--- config.mk ---
export PLATFORM = sky130hd
export DESIGN_NAME = cpu_top
export DESIGN_NICKNAME = d
export VERILOG_FILES = /design/src/rtl/cpu_pkg.sv /design/src/rtl/cpu_alu.sv /design/src/rtl/cpu_decode.sv /design/src/rtl/cpu_pc.sv /design/src/rtl/cpu_regs.sv /design/src/rtl/cpu_sequencer.sv /design/src/rtl/cpu_top.sv
export VERILOG_INCLUDE_DIRS = /design/src /design/src/rtl
export SDC_FILE = /design/constraint.sdc
export NUM_CORES = 1
export LEC_CHECK = 0
export ABC_AREA = 1
export BUFFER_PORTS_ARGS = -buffer_cell sky130_fd_sc_hd__buf_4
export CAP_MARGIN = 20
export CORE_MARGIN = 2
export CORE_UTILIZATION = 56
export DETAILED_ROUTE_END_ITERATION = 8
export HOLD_SLACK_MARGIN = 0.15
export PLACE_DENSITY = 0.78
export SYNTH_ARGS = -nofsm -noshare
export SYNTH_HDL_FRONTEND = slang
export SYNTH_SLANG_ARGS = --single-unit
--- constraint.sdc ---
create_clock -name i_clk -period 3.6 [get_ports i_clk]
set_input_delay 0.54 -clock i_clk [delete_from_list [all_inputs] [get_ports i_clk]]
set_output_delay 0.54 -clock i_clk [all_outputs]
set_load 0.02 [all_outputs]
--- src/rtl/cpu_settings.svh ---
`ifndef CPU_SETTINGS_SVH
`define CPU_SETTINGS_SVH

// bus widths
`define CPU_DATA_W 8
`define CPU_ADDR_W 16

// program counter value after reset without a vector fetch
`define CPU_START_ADDR 16'h0200

// high address byte used by zero-page accesses
`define CPU_ZPG_PAGE 8'h00

`endif

--- src/rtl/cpu_pkg.sv ---
`default_nettype none

`include "cpu_settings.svh"

package cpu_pkg;

    typedef logic [`CPU_DATA_W-1:0] data_t;    // one memory byte
    typedef logic [`CPU_ADDR_W-1:0] addr_t;    // one memory address
    typedef logic [7:0]             flags_t;   // N V - - - - Z C

    typedef enum logic [2:0] {
        ST_FETCH,
        ST_DECODE,
        ST_ZPG,
        ST_ABS_LO,
        ST_ABS_HI,
        ST_JMP_HI,
        ST_JAM
    } state_e;

    typedef enum logic [2:0] {
        MODE_IMPL,
        MODE_IMM,
        MODE_ZPG,
        MODE_ABS,
        MODE_JMP
    } mode_e;

    typedef enum logic [2:0] {
        ALU_ADC,
        ALU_SBC,
        ALU_AND,
        ALU_ORA,
        ALU_EOR,
        ALU_PASS,
        ALU_INC,
        ALU_DEC
    } alu_op_e;

    typedef enum logic [1:0] {
        DST_NONE,
        DST_A,
        DST_X,
        DST_MEM
    } dst_e;

endpackage

`default_nettype wire

--- src/rtl/cpu_alu.sv ---
`timescale 1ns/10ps
`default_nettype none

module cpu_alu (
    input  var cpu_pkg::alu_op_e i_op,
    input  var cpu_pkg::data_t   i_a,
    input  var cpu_pkg::data_t   i_b,
    input  wire                  i_carry,
    output cpu_pkg::data_t       o_out,
    output logic                 o_n,
    output logic                 o_v,
    output logic                 o_z,
    output logic                 o_c
);

    cpu_pkg::data_t b_eff;          // b after inversion for SBC
    logic [8:0]     sum;            // adder with carry out

    assign b_eff = (i_op == cpu_pkg::ALU_SBC) ? ~i_b : i_b;
    assign sum   = {1'b0, i_a} + {1'b0, b_eff} + {8'd0, i_carry};

    always_comb begin
        o_out = i_b;
        o_c   = i_carry;            // logic ops keep carry
        o_v   = 1'b0;
        case (i_op)
            cpu_pkg::ALU_ADC,
            cpu_pkg::ALU_SBC: begin
                o_out = sum[7:0];
                o_c   = sum[8];
                // signed overflow when the input signs match and the result sign differs
                o_v   = (i_a[7] == b_eff[7]) && (sum[7] != i_a[7]);
            end
            cpu_pkg::ALU_AND:  o_out = i_a & i_b;
            cpu_pkg::ALU_ORA:  o_out = i_a | i_b;
            cpu_pkg::ALU_EOR:  o_out = i_a ^ i_b;
            cpu_pkg::ALU_PASS: o_out = i_b;
            cpu_pkg::ALU_INC:  o_out = i_a + 8'd1;
            cpu_pkg::ALU_DEC:  o_out = i_a - 8'd1;
            default:           o_out = i_b;
        endcase
    end

    assign o_n = o_out[7];
    assign o_z = (o_out == '0);

endmodule

`default_nettype wire

--- src/rtl/cpu_decode.sv ---
`timescale 1ns/10ps
`default_nettype none

`include "cpu_settings.svh"

module cpu_decode (
    input  var cpu_pkg::data_t i_opcode,
    output cpu_pkg::mode_e     o_mode,
    output cpu_pkg::alu_op_e   o_alu_op,
    output cpu_pkg::dst_e      o_dst,
    output logic               o_uses_x,
    output logic               o_set_c,
    output logic               o_set_v,
    output logic               o_flag_c_force,
    output logic               o_valid
);

    cpu_pkg::mode_e mem_mode;       // mode from bits 4:2 of memory opcodes

    assign mem_mode = (i_opcode[4:2] == 3'b011) ? cpu_pkg::MODE_ABS :
                      (i_opcode[4:2] == 3'b001) ? cpu_pkg::MODE_ZPG :
                                                  cpu_pkg::MODE_IMM;

    always_comb begin
        o_mode         = mem_mode;
        o_alu_op       = cpu_pkg::ALU_PASS;
        o_dst          = cpu_pkg::DST_NONE;
        o_uses_x       = 1'b0;
        o_set_c        = 1'b0;
        o_set_v        = 1'b0;
        o_flag_c_force = 1'b0;
        o_valid        = 1'b1;
        case (i_opcode)
            8'h69, 8'h65, 8'h6d: begin    // ADC
                o_alu_op = cpu_pkg::ALU_ADC;
                o_dst    = cpu_pkg::DST_A;
                o_set_c  = 1'b1;
                o_set_v  = 1'b1;
            end
            8'he9, 8'he5, 8'hed: begin    // SBC
                o_alu_op = cpu_pkg::ALU_SBC;
                o_dst    = cpu_pkg::DST_A;
                o_set_c  = 1'b1;
                o_set_v  = 1'b1;
            end
            8'h29, 8'h25, 8'h2d: begin
                o_alu_op = cpu_pkg::ALU_AND;
                o_dst    = cpu_pkg::DST_A;
            end
            8'h09, 8'h05, 8'h0d: begin
                o_alu_op = cpu_pkg::ALU_ORA;
                o_dst    = cpu_pkg::DST_A;
            end
            8'h49, 8'h45, 8'h4d: begin
                o_alu_op = cpu_pkg::ALU_EOR;
                o_dst    = cpu_pkg::DST_A;
            end
            8'ha9, 8'ha5, 8'had: o_dst = cpu_pkg::DST_A;     // LDA
            8'ha2, 8'ha6, 8'hae: o_dst = cpu_pkg::DST_X;     // LDX
            8'h85, 8'h8d:        o_dst = cpu_pkg::DST_MEM;   // STA
            8'h86, 8'h8e: begin                              // STX
                o_dst    = cpu_pkg::DST_MEM;
                o_uses_x = 1'b1;
            end
            8'he8, 8'hca: begin                              // INX, DEX
                o_mode   = cpu_pkg::MODE_IMPL;
                o_alu_op = i_opcode[5] ? cpu_pkg::ALU_INC : cpu_pkg::ALU_DEC;
                o_dst    = cpu_pkg::DST_X;
                o_uses_x = 1'b1;
            end
            8'haa: begin                                     // TAX
                o_mode = cpu_pkg::MODE_IMPL;
                o_dst  = cpu_pkg::DST_X;
            end
            8'h8a: begin                                     // TXA
                o_mode   = cpu_pkg::MODE_IMPL;
                o_dst    = cpu_pkg::DST_A;
                o_uses_x = 1'b1;
            end
            8'h18, 8'h38: begin                              // CLC, SEC
                o_mode         = cpu_pkg::MODE_IMPL;
                o_set_c        = 1'b1;
                o_flag_c_force = 1'b1;
            end
            8'h4c:   o_mode = cpu_pkg::MODE_JMP;
            default: begin
                o_mode  = cpu_pkg::MODE_IMPL;
                o_valid = 1'b0;                              // core jams
            end
        endcase
    end

endmodule

`default_nettype wire

--- src/rtl/cpu_pc.sv ---
`timescale 1ns/10ps
`default_nettype none

`include "cpu_settings.svh"

module cpu_pc (
    input  wire                i_clk,
    input  wire                i_rst,
    input  wire                i_rdy,
    input  wire                i_inc_pc,
    input  wire                i_jump,
    input  wire                i_load_op,
    input  var cpu_pkg::mode_e i_addr_sel,
    input  var cpu_pkg::data_t i_mem_data,
    output cpu_pkg::addr_t     o_addr
);

    cpu_pkg::addr_t pc;
    cpu_pkg::data_t adl;            // low byte of absolute address

    always_comb begin
        case (i_addr_sel)
            cpu_pkg::MODE_ZPG: o_addr = {`CPU_ZPG_PAGE, i_mem_data};
            cpu_pkg::MODE_ABS: o_addr = {i_mem_data, adl};   // high byte straight from bus
            default:           o_addr = pc;
        endcase
    end

    always_ff @(posedge i_clk) begin
        if (i_rst) begin
            pc <= `CPU_START_ADDR;
        end else if (i_rdy) begin
            if (i_jump) begin
                pc <= o_addr + 16'd1;     // target fetched this cycle
            end else if (i_inc_pc) begin
                pc <= pc + 16'd1;
            end
        end
    end

    always_ff @(posedge i_clk) begin
        if (i_rdy && i_load_op) begin
            adl <= i_mem_data;
        end
    end

    // a stalled read keeps its address on the bus
    a_addr_stable: assert property (@(posedge i_clk) disable iff (i_rst)
        !i_rdy |=> $stable(o_addr));

endmodule

`default_nettype wire

--- src/rtl/cpu_regs.sv ---
`timescale 1ns/10ps
`default_nettype none

`include "cpu_settings.svh"

module cpu_regs (
    input  wire                 i_clk,
    input  wire                 i_rst,
    input  var cpu_pkg::data_t  i_data,
    input  wire                 i_ready,
    input  wire                 i_rw,
    input  var cpu_pkg::state_e i_state,
    input  wire                 i_exec,
    input  wire                 i_write_mem,
    input  var cpu_pkg::dst_e   i_dst,
    input  wire                 i_uses_x,
    input  wire                 i_set_c,
    input  wire                 i_set_v,
    input  wire                 i_flag_c_force,
    input  var cpu_pkg::data_t  i_alu_out,
    input  wire                 i_alu_n,
    input  wire                 i_alu_v,
    input  wire                 i_alu_z,
    input  wire                 i_alu_c,
    output logic                o_rdy,
    output cpu_pkg::data_t      o_mem_data,
    output cpu_pkg::data_t      o_opcode,
    output cpu_pkg::data_t      o_alu_a,
    output cpu_pkg::data_t      o_alu_b,
    output logic                o_carry,
    output cpu_pkg::data_t      o_dor
);

    logic            rdy_r;         // last cycle's read completed
    cpu_pkg::data_t  data_hold;
    cpu_pkg::data_t  ir;
    cpu_pkg::data_t  a;
    cpu_pkg::data_t  x;
    cpu_pkg::flags_t p;
    logic            in_decode;
    logic            to_reg;

    assign o_rdy      = i_ready || !i_rw;                // writes never wait
    assign o_mem_data = rdy_r ? i_data : data_hold;
    assign in_decode  = (i_state == cpu_pkg::ST_DECODE);
    assign o_opcode   = in_decode ? o_mem_data : ir;     // opcode arrives in decode

    always_ff @(posedge i_clk) begin
        if (i_rst) begin
            rdy_r <= 1'b0;
        end else begin
            rdy_r <= o_rdy;
        end
    end

    always_ff @(posedge i_clk) begin
        data_hold <= o_mem_data;
        if (o_rdy && in_decode) begin
            ir <= o_mem_data;
        end
    end

    assign o_alu_a = i_uses_x ? x : a;
    // implied ops execute in decode and take a register as b
    assign o_alu_b = in_decode ? o_alu_a : o_mem_data;
    // CLC and SEC differ only in opcode bit 5
    assign o_carry = i_flag_c_force ? o_opcode[5] : p[0];
    assign o_dor   = o_alu_a;
    assign to_reg  = (i_dst == cpu_pkg::DST_A) || (i_dst == cpu_pkg::DST_X);

    always_ff @(posedge i_clk) begin
        if (i_rst) begin
            a <= '0;
            x <= '0;
            p <= '0;
        end else if (o_rdy && i_exec) begin
            if (i_dst == cpu_pkg::DST_A) a <= i_alu_out;
            if (i_dst == cpu_pkg::DST_X) x <= i_alu_out;
            if (to_reg) begin
                p[7] <= i_alu_n;
                p[1] <= i_alu_z;
            end
            if (i_set_v) p[6] <= i_alu_v;
            if (i_set_c) p[0] <= i_alu_c;
        end
    end

    a_exec_or_store: assert property (@(posedge i_clk) disable iff (i_rst)
        !(i_exec && i_write_mem));

endmodule

`default_nettype wire

--- src/rtl/cpu_sequencer.sv ---
`timescale 1ns/10ps
`default_nettype none

`include "cpu_settings.svh"

module cpu_sequencer (
    input  wire                i_clk,
    input  wire                i_rst,
    input  wire                i_rdy,
    input  var cpu_pkg::mode_e i_mode,
    input  wire                i_valid,
    input  var cpu_pkg::dst_e  i_dst,
    output logic               o_fetch,
    output logic               o_inc_pc,
    output logic               o_load_op,
    output cpu_pkg::mode_e     o_addr_sel,
    output logic               o_exec,
    output logic               o_write_mem,
    output logic               o_rw,
    output logic               o_jump,
    output logic               o_jam,
    output cpu_pkg::state_e    o_state
);

    cpu_pkg::state_e state;
    logic            pend_exec;     // load result arrives during next fetch
    logic            pend_jump;     // jump target completes during next fetch
    logic            is_store;

    assign is_store = (i_dst == cpu_pkg::DST_MEM);
    assign o_state  = state;

    always_ff @(posedge i_clk) begin
        if (i_rst) begin
            state     <= cpu_pkg::ST_FETCH;
            pend_exec <= 1'b0;
            pend_jump <= 1'b0;
        end else if (i_rdy) begin
            pend_exec <= ((state == cpu_pkg::ST_DECODE) && i_valid
                          && (i_mode == cpu_pkg::MODE_IMM))
                      || (((state == cpu_pkg::ST_ZPG) || (state == cpu_pkg::ST_ABS_HI))
                          && !is_store);
            pend_jump <= (state == cpu_pkg::ST_JMP_HI);
            case (state)
                cpu_pkg::ST_FETCH: state <= cpu_pkg::ST_DECODE;
                cpu_pkg::ST_DECODE: begin
                    if (!i_valid) begin
                        state <= cpu_pkg::ST_JAM;
                    end else begin
                        case (i_mode)
                            cpu_pkg::MODE_ZPG: state <= cpu_pkg::ST_ZPG;
                            cpu_pkg::MODE_ABS: state <= cpu_pkg::ST_ABS_LO;
                            cpu_pkg::MODE_JMP: state <= cpu_pkg::ST_JMP_HI;
                            default:           state <= cpu_pkg::ST_FETCH;
                        endcase
                    end
                end
                cpu_pkg::ST_ABS_LO: state <= cpu_pkg::ST_ABS_HI;
                cpu_pkg::ST_JAM:    state <= cpu_pkg::ST_JAM;   // only reset leaves
                default:            state <= cpu_pkg::ST_FETCH;
            endcase
        end
    end

    always_comb begin
        o_fetch     = 1'b0;
        o_inc_pc    = 1'b0;
        o_load_op   = 1'b0;
        o_addr_sel  = cpu_pkg::MODE_IMPL;   // bus address from pc
        o_exec      = 1'b0;
        o_write_mem = 1'b0;
        o_jump      = 1'b0;
        o_jam       = 1'b0;
        case (state)
            cpu_pkg::ST_FETCH: begin
                o_fetch  = 1'b1;
                o_inc_pc = 1'b1;
                o_exec   = pend_exec;
                o_jump   = pend_jump;
                if (pend_jump) o_addr_sel = cpu_pkg::MODE_ABS;
            end
            cpu_pkg::ST_DECODE: begin
                o_inc_pc = i_valid && (i_mode != cpu_pkg::MODE_IMPL);
                o_exec   = i_valid && (i_mode == cpu_pkg::MODE_IMPL);
            end
            cpu_pkg::ST_ZPG: begin
                o_addr_sel  = cpu_pkg::MODE_ZPG;
                o_write_mem = is_store;
            end
            cpu_pkg::ST_ABS_LO: begin
                o_load_op = 1'b1;             // keep low address byte
                o_inc_pc  = 1'b1;
            end
            cpu_pkg::ST_JMP_HI: o_load_op = 1'b1;
            cpu_pkg::ST_ABS_HI: begin
                o_addr_sel  = cpu_pkg::MODE_ABS;
                o_write_mem = is_store;
            end
            default: o_jam = 1'b1;
        endcase
    end

    assign o_rw = !o_write_mem;

    // a store takes the single data cycle right after its zero page or absolute address
    a_write_state: assert property (@(posedge i_clk) disable iff (i_rst)
        o_write_mem |->
            ((state == cpu_pkg::ST_ZPG) && ($past(state) == cpu_pkg::ST_DECODE))
         || ((state == cpu_pkg::ST_ABS_HI) && ($past(state) == cpu_pkg::ST_ABS_LO)));

endmodule

`default_nettype wire

--- src/rtl/cpu_top.sv ---
`timescale 1ns/10ps
`default_nettype none

`include "cpu_settings.svh"

module cpu_top (
    input  wire                i_clk,
    input  wire                i_rst,
    input  var cpu_pkg::data_t i_data,
    input  wire                i_ready,
    output cpu_pkg::addr_t     o_addr,
    output cpu_pkg::data_t     o_dor,
    output logic               o_rw,
    output logic               o_sync,
    output logic               o_jam
);

    logic              rdy;
    cpu_pkg::data_t    mem_data;
    cpu_pkg::data_t    opcode;
    cpu_pkg::data_t    alu_a;
    cpu_pkg::data_t    alu_b;
    cpu_pkg::data_t    alu_out;
    logic              carry;
    logic              alu_n;
    logic              alu_v;
    logic              alu_z;
    logic              alu_c;
    cpu_pkg::mode_e    mode;
    cpu_pkg::alu_op_e  alu_op;
    cpu_pkg::dst_e     dst;
    logic              uses_x;
    logic              set_c;
    logic              set_v;
    logic              flag_c_force;
    logic              valid;
    logic              inc_pc;
    logic              load_op;
    cpu_pkg::mode_e    addr_sel;
    logic              exec;
    logic              write_mem;
    logic              jump;
    cpu_pkg::state_e   state;

    cpu_regs regs_i (
        .i_clk(i_clk), .i_rst(i_rst), .i_data(i_data), .i_ready(i_ready),
        .i_rw(o_rw), .i_state(state), .i_exec(exec), .i_write_mem(write_mem),
        .i_dst(dst), .i_uses_x(uses_x), .i_set_c(set_c), .i_set_v(set_v),
        .i_flag_c_force(flag_c_force), .i_alu_out(alu_out), .i_alu_n(alu_n),
        .i_alu_v(alu_v), .i_alu_z(alu_z), .i_alu_c(alu_c), .o_rdy(rdy),
        .o_mem_data(mem_data), .o_opcode(opcode), .o_alu_a(alu_a),
        .o_alu_b(alu_b), .o_carry(carry), .o_dor(o_dor)
    );

    cpu_decode decode_i (
        .i_opcode(opcode), .o_mode(mode), .o_alu_op(alu_op), .o_dst(dst),
        .o_uses_x(uses_x), .o_set_c(set_c), .o_set_v(set_v),
        .o_flag_c_force(flag_c_force), .o_valid(valid)
    );

    cpu_sequencer sequencer_i (
        .i_clk(i_clk), .i_rst(i_rst), .i_rdy(rdy), .i_mode(mode),
        .i_valid(valid), .i_dst(dst), .o_fetch(o_sync), .o_inc_pc(inc_pc),
        .o_load_op(load_op), .o_addr_sel(addr_sel), .o_exec(exec),
        .o_write_mem(write_mem), .o_rw(o_rw), .o_jump(jump), .o_jam(o_jam),
        .o_state(state)
    );

    cpu_pc pc_i (
        .i_clk(i_clk), .i_rst(i_rst), .i_rdy(rdy), .i_inc_pc(inc_pc),
        .i_jump(jump), .i_load_op(load_op), .i_addr_sel(addr_sel),
        .i_mem_data(mem_data), .o_addr(o_addr)
    );

    cpu_alu alu_i (
        .i_op(alu_op), .i_a(alu_a), .i_b(alu_b), .i_carry(carry),
        .o_out(alu_out), .o_n(alu_n), .o_v(alu_v), .o_z(alu_z), .o_c(alu_c)
    );

endmodule

`default_nettype wire

==> flow_summary.ini, run 1 <==
[hold_path]
worstHoldPathType = primary input to flop

[placed_design]
port_buffers = 37
placed_area_sq_um = 6430
dpl.hpwl_mm = 12.3
gp_congestion = 0.883

[cts]
htreeDepth = 3
insertion_delay_ps = 350
cts_sinks = 63
clockBufferDepth = 2
cts.clk_slew.worst_paths_ps = 80
cts_tree = done
clock-root-buffer = clkbuf_8
hold_buffers = 0
cts_made_buffers = 9

[route]
detail_route.wl_per_cell_um = 16.1
dr.pass1.iters = 5
ant_nets = 0
vias_per_cell = 5.50
route.vias.total = 6004
drc = 0
drtIter0Drc = 403
drt-total-wl_mm = 17.6

[pwr]
p_sw_share_pct = 37.5
p_sw_mw = 0.870
intPower_mw = 1.45
p_seq_share_pct = 34.0
p_clk_share_pct = 27.5
power_frac_comb_pct = 38.5
p_per_area_nw_per_um2 = 323
peakVddDrop_mv = 0.368
leakagePower_nw = 3.55

[sta]
slew_headroom_pct = 44.2
rsz0062_at_grt = yes
max_freq_ghz = 0.260
fin_crit_ps = 3840
holdWs_ps = 466
final_hold_viol_count = 0
fin_crit_sh_pct = 107
layout_setup_ws_ps = -243
fin_skew_ps = 7.31
setup_viol = 8
drv_slew = 0
worst_pin_slew_ps = 834

[setup_path]
required_ps = 3840
slowest_delay_ps = 440
cp_top_family = compound AO/OA/AOI/OAI gates
crit_buf_inv = 6
endpoint_kind = flop
slowest_stage = a2111oi_4
crit_type = flop to flop
cp_max_fo = 7
path_cells = buf_4, nor2_8, nand2_2, nand2_4, buf_4, buf_4, inv_1, a2111oi_4, buf_4, xor2_2, ha_4, a21oi_1, nand2_2, a21o_1, a21oi_2, inv_2, a21oi_2, o21ai_2, xor2_1, or2_4, nand2_4, a21oi_2
startpoint_type = flop
cp_common_cell = buf_4
critPathArrivalTime_ps = 4090

[final_layout]
nets = 1001
final_cell_mix = nand2_1 (195), buf_4 (148), inv_1 (112)
areaGrowthSynthToFinish_pct = 34.8
post-route-cell-area_sq_um = 7180
final_common_cell = nand2_1
antenna_cells = 0
drive_above_1_share_pct = 31.5

[yosys]
synth_area_per_cell_sq_um = 6.59
ys_ff_latch = 63
synth_area_sq_um = 5330
synth_edf_count = 16
synth_cell_type_count = 55
ys.flop_type = dfxtp_1
synthArstFlopShare_pct = 0
yosysSeqAreaShare_pct = 26.7
yosys_warnings = 0
synth.net_count = 853
synthCells = 809

[global_routing]
overflow = 0
grt_pass1_vias = 5701
antenna_found_initial = 0
grt_pass1_wl_mm = 26.6
grt_max_degree = 28
gr-usage-all-layers_pct = 32.9

[status]
status = complete, but fails checks
failed_checks = negative setup slack

[floorplan]
pin_count = 38
start_util_pct = 57.7
die_area_sq_um = 10300
core-area_sq_um = 9240
die_w_um = 102
die_h_um = 102
row_count = 35

[flow_run]
maxCapViolations = 0
==> final cells by class <==
type                            instances  area [sq um]
Multi-Input combinational cell        607          3730
Clock inverter                          5          36.3
Clock buffer                           11           174
Sequential cell                        63          1430
Tap cell                              129           161
Timing Repair Buffer                  153          1170
Inverter                              123           474
Fill cell                             654          2060
==> synth_stat cells (8+ instances only) <==
cell / n / share of area, %
a21oi_1: 44 / 4.1
dfxtp_1: 47 / 18
edfxtp_1: 16 / 9.0
ha_1: 30 / 7.0
inv_1: 114 / 8.0
inv_2: 8 / 0.56
nand2_1: 226 / 16
nand2_2: 16 / 1.9
nand3_1: 27 / 2.5
nand4_1: 9 / 1.1
nor2_1: 80 / 5.6
o21ai_0: 52 / 4.9
o21ai_1: 16 / 1.5
o21ai_2: 11 / 1.8
xor2_1: 19 / 3.1
==> worst register-to-register path, stage by stage (launching register included) <==
cell,delay (ps)
dfxtp_4,360
buf_4,150
nor2_8,160
nand2_2,110
nand2_4,130
buf_4,120
buf_4,110
inv_1,70
a2111oi_4,440
buf_4,210
xor2_2,180
ha_4,240
a21oi_1,190
nand2_2,80
a21o_1,210
a21oi_2,180
inv_2,70
a21oi_2,150
o21ai_2,70
xor2_1,140
or2_4,240
nand2_4,70
a21oi_2,50
==> power groups by stage <==
stage / clock, mW / combinational (mW) / sequential, mW
6_report: 0.638 / 0.893 / 0.790
5_1_grt: 0.671 / 0.965 / 0.793
4_1_cts: 0.642 / 0.819 / 0.792
3_5_place_dp: 0 / 0.773 / 0.806
3_3_place_gp: 0 / 0.754 / 0.804
2_1_floorplan: 0 / 0.498 / 0.801
==> repair_timing <==
action | CTS | global route
pin swaps | 28 | 37
cloned | 1 | 0
hold endpoints to repair | 0 | 0
gates resized for setup | 39 | 34
setup buffers | 16 | 16
setup endpoints to repair | 5 | 9
==> flip-flops by register name (all words and copies together), names as in the netlist <==
register,count
pc_i.pc,16
pc_i.adl,8
regs_i.a,8
regs_i.data_hold,8
regs_i.ir,8
regs_i.x,8
sequencer_i.o_state,3
regs_i.p,1
regs_i.rdy_r,1
sequencer_i.pend_exec,1
sequencer_i.pend_jump,1
==> logic make-up after synthesis <==
logic type | after synthesis | share of synthesized area (%)
AO/OA/AOI/OAI | 152 | 17.3
XOR/XNOR | 25 | 4.11
adder cells (fa/ha/maj) | 33 | 8.17
AND/OR/NAND/NOR | 396 | 33.0
flip-flops | 63 | 26.7
buffers and inverters | 140 | 10.7
==> metrics by stage <==
stage | std cells | power (mW) | setup slack (ps) | util (%) | setup TNS, ps
floorplan | 809 | 1.30 | -103 | - | -239
global placement | 1043 | 1.56 | -236 | 69.6 | -705
detailed placement | 1043 | 1.58 | -323 | 69.6 | -1490
CTS | 1076 | 2.25 | -27.2 | 74.9 | -46.8
global route | 1091 | 2.43 | -385 | 77.7 | -2540
finish | 1091 | 2.32 | -243 | 77.7 | -1040
==> per-layer routing <==
| layer | vias to the layer above | wire (um) | track usage [%] |
|---|---|---|---|
| li1 | 2887 | - | - |
| met1 | 2779 | 6990 | 40.1 |
| met2 | 272 | 8740 | 58.2 |
| met3 | 66 | 1130 | 3.80 |
| met4 | 0 | 693 | 14.2 |
| met5 | - | 0 | 0 |
==> final timing paths <==
check                           slack [ps]                   start  cells after the start             endpoint
worst max-delay path                  -240  sequencer_i.o_state[2]                     22          regs_i.x[7]
worst min-delay path                   470               i_data[0]                      3  regs_i.data_hold[0]
worst max register to register        -240  sequencer_i.o_state[2]                     22          regs_i.x[7]
worst min register to register         470             regs_i.a[0]                      2          regs_i.a[0]
(Power assumes the default switching activity.)
==> run 2: changes to the inputs <==
- REMOVE_ABC_BUFFERS: not set -> 1
==> run 2 against run 1 <==
Against the previous run: the run still ends with negative setup slack left; critical endpoint is now regs_i.a[7]; non-clock buffer count rose by 7; design area rose by 1.7%; sequential cell count did not move; critical path type unchanged; via count rose by 1.3%; first-iteration DRC count rose by 18%; global-route usage rose by 0.062 points; sequential power barely moved; die area did not move; routed wire length rose by 1.0%; fmax rose by 1.4%; power rose by 0.82%; clock-buffer cell count rose by 1.
==> flow_summary.ini, run 2 (same netlist as run 1, synthesis figures left out) <==
[final_layout]
final_common_cell = nand2_1
final_cell_mix = nand2_1 (198), buf_4 (150), inv_1 (111)
drive_above_1_share_pct = 32.2
largest_reg_flops = 16
nets = 1009
final_cells = 1099
areaGrowthSynthToFinish_pct = 37.0
regMostFlops = pc_i.pc
fin_util_pct = 79.0
post-route-cell-area_sq_um = 7300
antenna_cells = 0

[route]
drc = 0
detail_route.wl_per_cell_um = 16.1
drtIter0Drc = 474
dr.pass1.iters = 6
vias_per_cell = 5.54
route.vias.total = 6083
drt-total-wl_mm = 17.7
ant_nets = 0

[hold_path]
worstHoldPathType = primary input to flop

[pwr]
p_clk_share_pct = 26.1
power_frac_comb_pct = 40.0
peakVddDrop_mv = 0.452
intPower_mw = 1.47
p_sw_share_pct = 37.1
p_per_area_nw_per_um2 = 321
total_power_mw = 2.34
p_sw_mw = 0.867
leakagePower_nw = 3.61
p_seq_share_pct = 33.9

[global_routing]
grt_max_degree = 29
antenna_found_initial = 0
grt_pass1_wl_mm = 26.9
overflow = 0
grt_pass1_vias = 5829
gr-usage-all-layers_pct = 32.9

[floorplan]
die_area_sq_um = 10300
start_util_pct = 57.7
row_count = 35
die_h_um = 102
die_w_um = 102
pin_count = 38
core-area_sq_um = 9240

[sta]
drv_slew = 0
fin_crit_sh_pct = 105
rsz0062_at_grt = yes
holdWs_ps = 467
layout_setup_ws_ps = -188
worst_pin_slew_ps = 859
fin_skew_ps = 11.2
setup_viol = 6
final_hold_viol_count = 0
slew_headroom_pct = 42.7
fin_crit_ps = 3790
max_freq_ghz = 0.264

[setup_path]
cp_max_fo = 7
critPathArrivalTime_ps = 4020
cp_common_cell = nand2_4
r2r_slack_ps = -190
slowest_delay_ps = 400
required_ps = 3830
crit_type = flop to flop
endpoint_kind = flop
slowest_stage = fa_2
startpoint_type = flop

[placed_design]
place_inst = 1053
gp_congestion = 0.993
dpl.hpwl_mm = 12.2
placed_area_sq_um = 6380
port_buffers = 37

[cts]
cts_tree = done
insertion_delay_ps = 340
clockBufferDepth = 2
cts_sinks = 63
hold_buffers = 0
htreeDepth = 3
cts.clk_slew.worst_paths_ps = 70
clock-root-buffer = clkbuf_8
cts_made_buffers = 9

[status]
failed_checks = negative setup slack
status = complete, but fails checks

[flow_run]
maxCapViolations = 0
-- run 2: area by class of cell --
type | instances | area (sq um)
multi-input combinational | 608 | 3780
fill | 616 | 1940
sequential | 63 | 1430
timing repair buffer | 160 | 1260
inverter | 123 | 472
clock buffer | 12 | 176
tap | 129 | 161
clock inverter | 4 | 25.0
-- run 2: worst paths after layout --
check,start,endpoint,depth (start not counted)
max reg2reg,sequencer_i.o_state[1],regs_i.a[7],25
min reg2reg,regs_i.a[0],regs_i.a[0],2
max,sequencer_i.o_state[1],regs_i.a[7],25
min,i_data[0],regs_i.data_hold[0],3
-- run 2: repair_timing --
item                       4_1_cts  5_1_grt
cloned                           2        0
gates resized for setup         64       54
buffers inserted                18       13
setup endpoints to repair        7       12
pin swaps                       17       14
-- run 2: per-layer routing --
metal	vias up	GRT usage [%]	share of wire, %
met5	-	0	0
met4	0	13.9	3.6
met3	62	3.73	7.1
met2	308	59.3	50
met1	2807	39.5	39
li1	2906	-	-
-- run 2: worst max-delay path: cells and delay by family, from the launching register on --
family	cells	cell delay, ps
AOI/OAI and AO/OA	8	960
xor gates and xnor gates	2	300
DFF	1	370
buffers and inverters	3	370
adders and majority gates	1	400
and+or+nand+nor	11	1300
-- run 2: power groups by stage --
| stage | registers, mW | logic, mW | clock network, mW |
|---|---|---|---|
| 5_1_grt | 0.796 | 1.01 | 0.641 |
| 3_5_place_dp | 0.805 | 0.774 | 0 |
| 6_report | 0.792 | 0.937 | 0.611 |
| 4_1_cts | 0.791 | 0.854 | 0.617 |
| 2_1_floorplan | 0.803 | 0.454 | 0 |
| 3_3_place_gp | 0.803 | 0.755 | 0 |
-- run 2: through the flow --
step,setup TNS [ps],setup slack [ps]
6_report,-863,-188
5_1_grt,-2120,-402
4_1_cts,-3.57,-2.00
3_5_place_dp,-2830,-483
3_3_place_gp,-1130,-244
2_1_floorplan,-2080,-407
==> run 3: changes to the inputs <==
- CORE_UTILIZATION: 56 -> 57
- CTS_BUF_LIST: not set -> sky130_fd_sc_hd__clkbuf_8
- PLACE_DENSITY: 0.78 -> 0.79
==> run 3 against run 2 <==
Against the previous run: routed wire length grew 5.4%; first-iteration DRC count increased by 20%; register-to-register slack worse by 50 ps; largest cell class unchanged; utilization is 0.19 points lower; the run still ends with negative setup slack left; via count up 3.7%; sequential share of layout area grew 0.27 points.
==> flow_summary.ini, run 3 (same netlist as run 1, synthesis figures left out) <==
[status]
status = complete, but fails checks
failed_checks = negative setup slack

[setup_path]
required_ps = 3830
timing.rr.start = sequencer_i.o_state[1]
r2r_slack_ps = -240
cp_max_fo = 7
endpoint_kind = flop
reg2reg_to = regs_i.x[7]
startpoint_type = flop
crit_type = flop to flop
critPathArrivalTime_ps = 4060
ff2ff_path_depth = 24

[floorplan]
core-area_sq_um = 9150
start_util_pct = 58.2
row_count = 35
die_w_um = 101
die_h_um = 101
pin_count = 38
die_area_sq_um = 10100

[route]
drt-total-wl_mm = 18.7
detail_route.wl_per_cell_um = 17.2
drc = 0
ant_nets = 0
vias_per_cell = 5.81
drtIter0Drc = 571
route.vias.total = 6309
dr.pass1.iters = 9

[hold_path]
hold_path_end = regs_i.x[0]
worstHoldPathType = flop to flop
hp-start = regs_i.x[0]
whs_path_depth = 2

[final_layout]
final_cell_mix = nand2_1 (204), buf_4 (156), inv_1 (112)
fill_cells = 607
antenna_cells = 0
final_cells = 1086
areaGrowthSynthToFinish_pct = 35.4
drive_above_1_share_pct = 32.1
nets = 1014
multi_input_area_sq_um = 3720
largest_reg_flops = 16
regMostFlops = pc_i.pc
final_common_cell = nand2_1
register_area_sq_um = 1430

[cts]
cts_sinks = 63
clock-root-buffer = clkbuf_8
clockBufferDepth = 2
htreeDepth = 3
insertion_delay_ps = 340
cts_made_buffers = 9
cts.clk_slew.worst_paths_ps = 80
cts_tree = done

[pwr]
peakVddDrop_mv = 0.397
p_per_area_nw_per_um2 = 314
p_seq_share_pct = 35.0
leakagePower_nw = 3.57
p_clk_share_pct = 23.3
intPower_mw = 1.39
p_sw_share_pct = 38.8
power_frac_comb_pct = 41.6
p_sw_mw = 0.880

[placed_design]
dpl.hpwl_mm = 12.1
place_inst = 1033
port_buffers = 37
gp_congestion = 1.02

[sta]
rsz0062_at_grt = yes
final_hold_viol_count = 0
worst_pin_slew_ps = 836
max_freq_ghz = 0.261
drv_slew = 0
layout_setup_ws_ps = -235
tns_ps = -1020
fin_crit_ps = 3840
fin_crit_sh_pct = 107
setup_viol = 5
slew_headroom_pct = 43.7
fin_skew_ps = 8.83

[global_routing]
grt_max_degree = 28
antenna_found_initial = 0
gr-usage-all-layers_pct = 34.4
grt_pass1_vias = 6062
overflow = 0
grt_pass1_wl_mm = 27.8

[flow_run]
maxCapViolations = 0
## run 3: worst max path at each step
stage,end,slack [ps],depth (start not counted),startpoint
floorplan,regs_i.a[7],-410,27,sequencer_i.o_state[2]
global placement,regs_i.a[7],-270,26,i_data[0]
detailed placement,regs_i.p[0],-530,26,i_data[0]
CTS,regs_i.p[0],-10,25,sequencer_i.o_state[1]
global route,regs_i.p[0],-340,25,sequencer_i.o_state[1]
finish,regs_i.x[7],-240,24,sequencer_i.o_state[1]
## run 3: critical path: stages, from the launching register on
cell	delay, ps
dfxtp_4	370
nor2_4	190
nand2_4	160
buf_6	160
o21ai_4	170
nand2_2	100
nor2_4	140
o211ai_4	130
nand2_8	120
buf_6	100
o21ai_4	50
o21ai_2	200
xor2_2	190
ha_4	240
a21oi_2	140
nand2_1	80
a21o_1	170
a21oi_2	150
inv_1	80
a21oi_1	120
o21ai_1	110
xor2_1	160
or2_4	240
nand2_4	80
a21oi_2	50
## run 3: area by class of cell
type | count | share of cell area [%]
clock buffer | 9 | 1.72
timing repair buffer | 164 | 17.6
inverter | 123 | 6.63
clock inverter | 7 | 0.590
multi-input combinational | 608 | 51.6
sequential | 63 | 19.9
tap | 111 | 1.93
timing repair inverter | 1 | 0.104
## run 3: layer usage
metal | GRT usage (%) | vias to the layer above | routed length, um
met5 | 0 | - | 0
met3 | 4.02 | 124 | 1480
met4 | 17.9 | 0 | 1110
met2 | 58.9 | 402 | 9080
met1 | 42.4 | 2867 | 7040
li1 | - | 2916 | -
## run 3: per-stage QoR
stage	hold WS [ps]	util, %	worst slack, ps	cell area, sq um	power (mW)
2_1_floorplan	433	-	-407	5220	1.26
3_3_place_gp	449	69.2	-271	6330	1.55
3_5_place_dp	463	69.2	-532	6330	1.57
4_1_cts	473	75.3	-13.2	6890	2.16
5_1_grt	497	78.8	-335	7210	2.37
6_report	476	78.8	-235	7210	2.27
## run 3: power by group through the flow
| stage | clock network, mW | logic (mW) | registers [mW] |
|---|---|---|---|
| after floorplan | 0 | 0.454 | 0.803 |
| after global placement | 0 | 0.744 | 0.802 |
| after detailed placement | 0 | 0.768 | 0.804 |
| after CTS | 0.530 | 0.840 | 0.791 |
| after global routing | 0.564 | 1.01 | 0.795 |
| final | 0.529 | 0.944 | 0.794 |
## run 3: what timing repair did
action	in CTS	in global routing
setup endpoints to repair	7	12
setup buffers	23	13
gates resized for setup	50	59
hold buffers	0	0
pin swaps	18	36
cloned	3	0
